[config.mk]
export PLATFORM = sky130hd
export DESIGN_NAME = FpAdder
export DESIGN_NICKNAME = d
export VERILOG_FILES = /design/src/fpAddPkg.sv /design/src/Align.sv /design/src/FpAdder.sv /design/src/MantissaAdd.sv /design/src/Normalize.sv
export SDC_FILE = /design/constraint.sdc
export NUM_CORES = 1
export LEC_CHECK = 0
export ABC_AREA = 1
export ABC_CLOCK_PERIOD_IN_PS = 10200
export BUFFER_PORTS_ARGS = -buffer_cell sky130_fd_sc_hd__buf_2
export CAP_MARGIN = 20
export CORE_MARGIN = 5
export CORE_UTILIZATION = 40
export DETAILED_ROUTE_END_ITERATION = 6
export PLACE_DENSITY = 0.54
export SLEW_MARGIN = 20
export SYNTH_ARGS = -nofsm -noshare
export SYNTH_HDL_FRONTEND = slang
export SYNTH_SLANG_ARGS = --single-unit
[constraint.sdc]
create_clock -name clk -period 10.2 [get_ports clk]
set_clock_uncertainty 0.15 [all_clocks]
set_input_delay 1.02 -clock clk [delete_from_list [all_inputs] [get_ports clk]]
set_output_delay 1.02 -clock clk [all_outputs]
set_load 0.02 [all_outputs]
[src/fpAddPkg.sv]
// Single-precision field widths, word type and constants imported by every adder stage
`default_nettype none

package fpAddPkg;

    // Field widths of an IEEE-754 single-precision word
    localparam int expWidth = 8;
    localparam int manWidth = 23;

    // Stored fraction plus the hidden one
    localparam int sigWidth = manWidth + 1;

    // All-ones exponent marks infinity
    localparam logic [expWidth-1:0] expMax = '1;

    typedef struct packed
    {
        logic                sign;
        logic [expWidth-1:0] exponent;
        logic [manWidth-1:0] fraction;
    } fpWord;

    localparam fpWord posZero = '0;

endpackage

`default_nettype wire

[src/Align.sv]
// First adder stage that orders operands by magnitude and shifts the smaller one into place
`timescale 1ns/1ps
`default_nettype none

module Align
    import fpAddPkg::*;
(
    input  logic                clk,
    input  logic                rst,
    input  logic                inValid,
    input  fpWord               opA,
    input  fpWord               opB,
    input  logic                subtract,
    output logic                alignedValid,
    output logic                bigSign,
    output logic                smallSign,
    output logic                effSub,
    output logic [expWidth-1:0] exponentOut,
    output logic [sigWidth-1:0] bigMantissa,
    output logic [sigWidth-1:0] smallMantissa,
    output logic                guardBit,
    output logic                roundBit,
    output logic                stickyBit
);
    // Guard, round and one slot per bit that can fall below them
    localparam int lowWidth = sigWidth + 2;
    localparam int maxShift = sigWidth + 2;

    fpWord                        opBEff;
    logic [sigWidth-1:0]          sigA;
    logic [sigWidth-1:0]          sigB;
    logic                         aBigger;
    fpWord                        bigOp;
    fpWord                        smallOp;
    logic [sigWidth-1:0]          bigSig;
    logic [sigWidth-1:0]          smallSig;
    logic [expWidth-1:0]          expDiff;
    logic [4:0]                   shiftAmount;
    logic [sigWidth+lowWidth-1:0] shiftedSmall;

    always_comb
    begin
        // Subtraction is addition with the sign of B flipped
        opBEff = opB;
        opBEff.sign = opB.sign ^ subtract;

        // Zero exponent means zero, subnormal fractions are dropped
        sigA = (opA.exponent == '0) ? '0 : {1'b1, opA.fraction};
        sigB = (opB.exponent == '0) ? '0 : {1'b1, opB.fraction};

        aBigger = {opA.exponent, sigA} >= {opBEff.exponent, sigB};
        bigOp = aBigger ? opA : opBEff;
        smallOp = aBigger ? opBEff : opA;
        bigSig = aBigger ? sigA : sigB;
        smallSig = aBigger ? sigB : sigA;

        // Past maxShift the whole significand is already below round
        expDiff = bigOp.exponent - smallOp.exponent;
        shiftAmount = (expDiff > maxShift) ? 5'(maxShift) : expDiff[4:0];
        shiftedSmall = {smallSig, {lowWidth{1'b0}}} >> shiftAmount;
    end

    always_ff @(posedge clk)
    begin
        if (rst)
            alignedValid <= 1'b0;
        else
            alignedValid <= inValid;
    end

    always_ff @(posedge clk)
    begin
        bigSign <= bigOp.sign;
        smallSign <= smallOp.sign;
        effSub <= opA.sign ^ opBEff.sign;
        exponentOut <= bigOp.exponent;
        bigMantissa <= bigSig;
        smallMantissa <= shiftedSmall[sigWidth+lowWidth-1 -: sigWidth];
        guardBit <= shiftedSmall[lowWidth-1];
        roundBit <= shiftedSmall[lowWidth-2];
        stickyBit <= |shiftedSmall[lowWidth-3:0];
    end

    // Common exponent comes from the larger operand
    expNotBelowSmall: assert property (@(posedge clk) disable iff (rst)
        alignedValid |-> exponentOut >= $past(smallOp.exponent))
        else $error("Align: exponent %0d below smaller operand", exponentOut);

endmodule

`default_nettype wire

[src/FpAdder.sv]
// Top of the three-stage single-precision adder, one operation per cycle, result after three
`timescale 1ns/1ps
`default_nettype none

module FpAdder
    import fpAddPkg::*;
(
    input  logic  clk,
    input  logic  rst,
    input  logic  inValid,
    input  fpWord opA,
    input  fpWord opB,
    input  logic  subtract,
    output logic  outValid,
    output fpWord result
);
    // Align to MantissaAdd
    logic                alignedValid;
    logic                bigSign;
    logic                smallSign;
    logic                effSub;
    logic [expWidth-1:0] exponentOut;
    logic [sigWidth-1:0] bigMantissa;
    logic [sigWidth-1:0] smallMantissa;
    logic                guardBit;
    logic                roundBit;
    logic                stickyBit;

    // MantissaAdd to Normalize
    logic                sumValid;
    logic [expWidth-1:0] sumExponent;
    logic [sigWidth-1:0] alignedResult;
    logic                carryOut;
    logic                alignedSign;
    logic                sumGuard;
    logic                sumRound;
    logic                sumSticky;

    // Stage wires carry the same names as the ports they join
    Align alignStage
    (
        .*
    );

    MantissaAdd addStage
    (
        .*
    );

    Normalize normStage
    (
        .*
    );

endmodule

`default_nettype wire

[src/MantissaAdd.sv]
// Second adder stage that adds or subtracts the aligned significands with exact rounding bits
`timescale 1ns/1ps
`default_nettype none

module MantissaAdd
    import fpAddPkg::*;
(
    input  logic                clk,
    input  logic                rst,
    input  logic                alignedValid,
    input  logic                bigSign,
    input  logic                smallSign,
    input  logic                effSub,
    input  logic [expWidth-1:0] exponentOut,
    input  logic [sigWidth-1:0] bigMantissa,
    input  logic [sigWidth-1:0] smallMantissa,
    input  logic                guardBit,
    input  logic                roundBit,
    input  logic                stickyBit,
    output logic                sumValid,
    output logic [expWidth-1:0] sumExponent,
    output logic [sigWidth-1:0] alignedResult,
    output logic                carryOut,
    output logic                alignedSign,
    output logic                sumGuard,
    output logic                sumRound,
    output logic                sumSticky
);
    logic [sigWidth:0]   sumAdd;
    logic [sigWidth+2:0] diffSub;
    logic [sigWidth+2:0] extResult;
    logic                nextCarry;
    logic                isZero;

    always_comb
    begin
        sumAdd = {1'b0, bigMantissa} + {1'b0, smallMantissa};
        // Borrow runs through guard, round and sticky
        diffSub = {bigMantissa, 3'b000} - {smallMantissa, guardBit, roundBit, stickyBit};

        if (effSub)
        begin
            extResult = diffSub;
            nextCarry = 1'b0;
        end
        else
        begin
            extResult = {sumAdd[sigWidth-1:0], guardBit, roundBit, stickyBit};
            nextCarry = sumAdd[sigWidth];
        end

        isZero = (extResult == '0) && !nextCarry;
    end

    always_ff @(posedge clk)
    begin
        if (rst)
            sumValid <= 1'b0;
        else
            sumValid <= alignedValid;
    end

    always_ff @(posedge clk)
    begin
        // Exact zero leaves as positive with a cleared exponent
        sumExponent <= isZero ? '0 : exponentOut;
        alignedSign <= isZero ? 1'b0 : bigSign;
        alignedResult <= extResult[sigWidth+2:3];
        carryOut <= nextCarry;
        sumGuard <= extResult[2];
        sumRound <= extResult[1];
        sumSticky <= extResult[0];
    end

    noCarryOnSub: assert property (@(posedge clk) disable iff (rst)
        alignedValid && effSub |=> !carryOut)
        else $error("MantissaAdd: carry out of a subtraction");

    // Effective operation must agree with the ordered signs
    subMatchesSigns: assert property (@(posedge clk) disable iff (rst)
        alignedValid |-> effSub == (bigSign ^ smallSign))
        else $error("MantissaAdd: effSub disagrees with operand signs");

endmodule

`default_nettype wire

[src/Normalize.sv]
// Last adder stage that renormalizes the sum, rounds to nearest even and packs the result
`timescale 1ns/1ps
`default_nettype none

module Normalize
    import fpAddPkg::*;
(
    input  logic                clk,
    input  logic                rst,
    input  logic                sumValid,
    input  logic [expWidth-1:0] sumExponent,
    input  logic [sigWidth-1:0] alignedResult,
    input  logic                carryOut,
    input  logic                alignedSign,
    input  logic                sumGuard,
    input  logic                sumRound,
    input  logic                sumSticky,
    output logic                outValid,
    output fpWord               result
);
    localparam int extWidth = sigWidth + 3;

    logic [extWidth-1:0]        extended;
    logic [extWidth-1:0]        shifted;
    logic [4:0]                 shiftAmount;
    logic [sigWidth-1:0]        normMantissa;
    logic                       normGuard;
    logic                       normRest;
    logic                       roundUp;
    logic [sigWidth:0]          rounded;
    logic [sigWidth-1:0]        finalMantissa;
    logic signed [expWidth+1:0] normExponent;
    logic signed [expWidth+1:0] finalExponent;
    fpWord                      nextResult;

    // Leading zeros over significand and rounding bits
    function automatic logic [4:0] countZeros(input logic [extWidth-1:0] value);
        for (int i = extWidth - 1; i >= 0; i--)
        begin
            if (value[i])
                return 5'(extWidth - 1 - i);
        end
        return 5'(extWidth);
    endfunction

    always_comb
    begin
        extended = {alignedResult, sumGuard, sumRound, sumSticky};
        shiftAmount = countZeros(extended);
        shifted = extended << shiftAmount;

        if (carryOut)
        begin
            // One bit right, the dropped bit becomes guard
            normMantissa = {1'b1, alignedResult[sigWidth-1:1]};
            normGuard = alignedResult[0];
            normRest = sumGuard | sumRound | sumSticky;
            normExponent = $signed({2'b00, sumExponent}) + 1;
        end
        else
        begin
            normMantissa = shifted[extWidth-1:3];
            normGuard = shifted[2];
            normRest = shifted[1] | shifted[0] | sumSticky;
            normExponent = $signed({2'b00, sumExponent})
                - $signed({{(expWidth-3){1'b0}}, shiftAmount});
        end

        // Ties go to the even fraction
        roundUp = normGuard & (normRest | normMantissa[0]);
        rounded = {1'b0, normMantissa} + {{sigWidth{1'b0}}, roundUp};
        finalMantissa = rounded[sigWidth] ? rounded[sigWidth:1] : rounded[sigWidth-1:0];
        finalExponent = rounded[sigWidth] ? normExponent + 1 : normExponent;

        nextResult.sign = alignedSign;
        nextResult.exponent = finalExponent[expWidth-1:0];
        nextResult.fraction = finalMantissa[manWidth-1:0];
        if (extended == '0 && !carryOut)
            nextResult = posZero;
        else if (sumExponent == '0 || finalExponent <= 0)
        begin
            // Underflow flushes to signed zero
            nextResult.exponent = '0;
            nextResult.fraction = '0;
        end
        else if (finalExponent >= $signed({2'b00, expMax}))
        begin
            nextResult.exponent = expMax;
            nextResult.fraction = '0;
        end
    end

    always_ff @(posedge clk)
    begin
        if (rst)
            outValid <= 1'b0;
        else
            outValid <= sumValid;
    end

    always_ff @(posedge clk)
    begin
        result <= nextResult;
    end

    infHasNoFraction: assert property (@(posedge clk) disable iff (rst)
        outValid && result.exponent == expMax |-> result.fraction == '0)
        else $error("Normalize: exponent 255 with fraction %h", result.fraction);

endmodule

`default_nettype wire

==> results.yml <==
power_and_ir_drop:
  ir_drop_mv: 0.133
  p_leak_nw: 6.83
  total_power_mw: 3.44
  cellPowerDensity_nw_per_um2: 258
grt:
  antenna_found_initial: 4
  grt_pass1_wl_um: 60600
  grt_max_degree: 62
  track_usage: 0.221
  overflow: 0
  grt_pass1_vias: 11900
sta:
  hold_violations: 0
  whs_ns: 0.246
  fin_crit_sh: 0.766
  worst_pin_slew_ns: 0.918
  relSlewSlack: 0.386
  fmax_ghz: 0.128
  rsz0062_at_grt: "false"
  finalCriticalPeriod_ns: 7.82
  slew_viol_final: 0
  setup_violations: 0
  setup_ws_ns: 2.38
  finalSetupTns_ns: 0
final_layout:
  diodes: 0
  final_cell_mix: "nand2_1, inv_1, nand3_1"
  layout.filler_cells: 3159
  nNetsFinal: 2153
  area_delta_synth_final_pct: 11.8
  drive_gt1_frac: 0.0998
  final_area_um2: 13400
  final_common_cell: "nand2_1"
logic_synthesis:
  ys_ff_latch: 133
  ys_warn_count: 0
  syn_inst: 1933
  synthDistinctLibCells: 49
  synth_area_per_cell_um2: 6.18
  ys.flop_type: "dfxtp_1"
  netlist.area_leader.share: 0.223
  synth-async-reset-ratio: 0
  syn_nets: 2095
  synth_edf_count: 0
  synth.largest_area_cell: "dfxtp_1"
  yosys-top-cells-area: "dfxtp_1, nand2_1, ha_1, nand3_1, inv_1"
  syn_area_um2: 11900
  seq_area_frac_synth: 0.223
run_status:
  outcome: "finished clean"
route:
  drt_wl_total_um: 36700
  viasPerCell: 5.16
  wl_per_cell_um: 15.3
  antenna_left: 0
  drc: 0
  drt_first_pass_iters: 5
  vias: 12400
  drtIter0Drc: 923
floorplanning:
  die_area_um2: 33400
  die_h_um: 183
  die_w_um: 183
  num_io_pins: 101
  start_util: 0.404
  num_rows: 63
  coreArea_um2: 29600
setup_path:
  cpLargestDelayFamily: "simple AND/OR/NAND/NOR gates"
  endpoint_kind: "register"
  critPathLaunchType: "input pin"
  worst_path_most_repeated_cell: "nand2_1"
  critPathKind: "input pin to register"
  cp.required_ns: 10.33
  cp_max_fo: 34
  worstPathArrival_ns: 7.94
  cp_num_buf_inv: 6
  crit_path_max_incr_delay_ns: 0.68
  cp_slowest_cell: "nand2_1"
clock_network:
  cts_tree: "done"
  cts_resized: 0
  clk_latency_ns: 0.43
  cts.htree.levels: 4
  cts-root-buf: "clkbuf_16"
  cts_buffers: 17
  post_cts_buffers: 0
  clock_sinks: 133
  path_clk_slew_ns: 0.06
  max-clock-path-buffers: 2
  hold_buffers: 0
placed_design:
  port_buffers: 100
  placed_area_um2: 12700
  dp_hpwl_um: 29600
  place.gp.congestion: 0.902
  place_ws_ns: 2.04
worst_hold_path:
  min_path_type: "register to register"
job:
  max_cap_viol_count: 0
==> cell families after synthesis <==
kind of cell | synth area share
mux | 0.0126
simple gates | 0.368
fa+ha+maj | 0.0997
flops | 0.223
buf+inv | 0.107
compound gates | 0.145
xor+xnor | 0.0447
==> cell type report <==
cell class / instances / area (um^2) / share of cell area
sequential: 133 / 2660 / 0.199
tap: 390 / 488 / 0.0366
multi-input combinational: 1484 / 8020 / 0.600
clock inverter: 12 / 225 / 0.0169
timing repair buffer: 112 / 591 / 0.0442
inverter: 243 / 912 / 0.0683
clock buffer: 20 / 457 / 0.0342
==> report_power, final <==
part | total (mW) | internal (mW) | leakage (nW) | switching [mW]
logic | 1.94 | 0.653 | 5.40 | 1.28
registers | 0.796 | 0.672 | 1.11 | 0.124
clock network | 0.709 | 0.471 | 0.322 | 0.237
total | 3.44 | 1.80 | 6.83 | 1.64
==> metal layers <==
metal | share of wire | global-route usage | up-vias
li1 | - | - | 6439
met1 | 0.48 | 0.305 | 5433
met2 | 0.44 | 0.356 | 413
met3 | 0.055 | 0.0303 | 66
met4 | 0.029 | 0.0760 | 2
met5 | 0.00035 | 0 | -
==> state kept, by name, indices dropped and copies added (netlist names) <==
register,count
normStage.outValid,1
alignStage.alignedValid,1
normStage.result,32
addStage.sumSticky,1
addStage.alignedResult,24
addStage.sumRound,1
addStage.sumValid,1
alignStage.guardBit,1
alignStage.bigMantissa,24
alignStage.exponentOut,8
addStage.alignedSign,1
addStage.sumGuard,1
alignStage.smallMantissa,24
addStage.sumExponent,8
alignStage.effSub,1
alignStage.bigSign,1
addStage.carryOut,1
alignStage.stickyBit,1
alignStage.roundBit,1
==> stage by stage <==
stage | utilization | cells
floorplan | - | 1933
global placement | 0.429 | 2362
detailed placement | 0.429 | 2362
CTS | 0.452 | 2394
global route | 0.452 | 2394
finish | 0.452 | 2394
==> tightest hold or removal path, stage by stage (launching register included) <==
cell and delay (ns):
dfxtp_1 0.29, inv_1 0.04, nor2_1 0.03
==> worst paths after layout <==
check                                   from  cells after the start              endpoint  slack (ns)
setup / recovery                     opB[28]                     42  alignStage.stickyBit        2.38
hold / removal       alignStage.alignedValid                      2     addStage.sumValid        0.25
hold reg to reg      alignStage.alignedValid                      2     addStage.sumValid        0.25
setup reg to reg  addStage.alignedResult[21]                     59   normStage.result[1]        3.45
==> cell usage after synthesis, drive strengths merged (2+ instances only) <==
cell type  number
a21boi          2
a21oi          80
a22oi           2
a31oi           3
buf            27
clkbuf         46
clkinv          6
dfxtp         133
fa              2
ha             92
inv           237
mux2i          15
nand2         526
nand3         216
nand4          23
nor2          173
nor3           42
nor4            9
o211ai          7
o21ai         170
o21bai         12
o22ai          29
o31ai           7
or2             5
xnor2          12
xor2           49
Power figures use the tool's default switching activity.
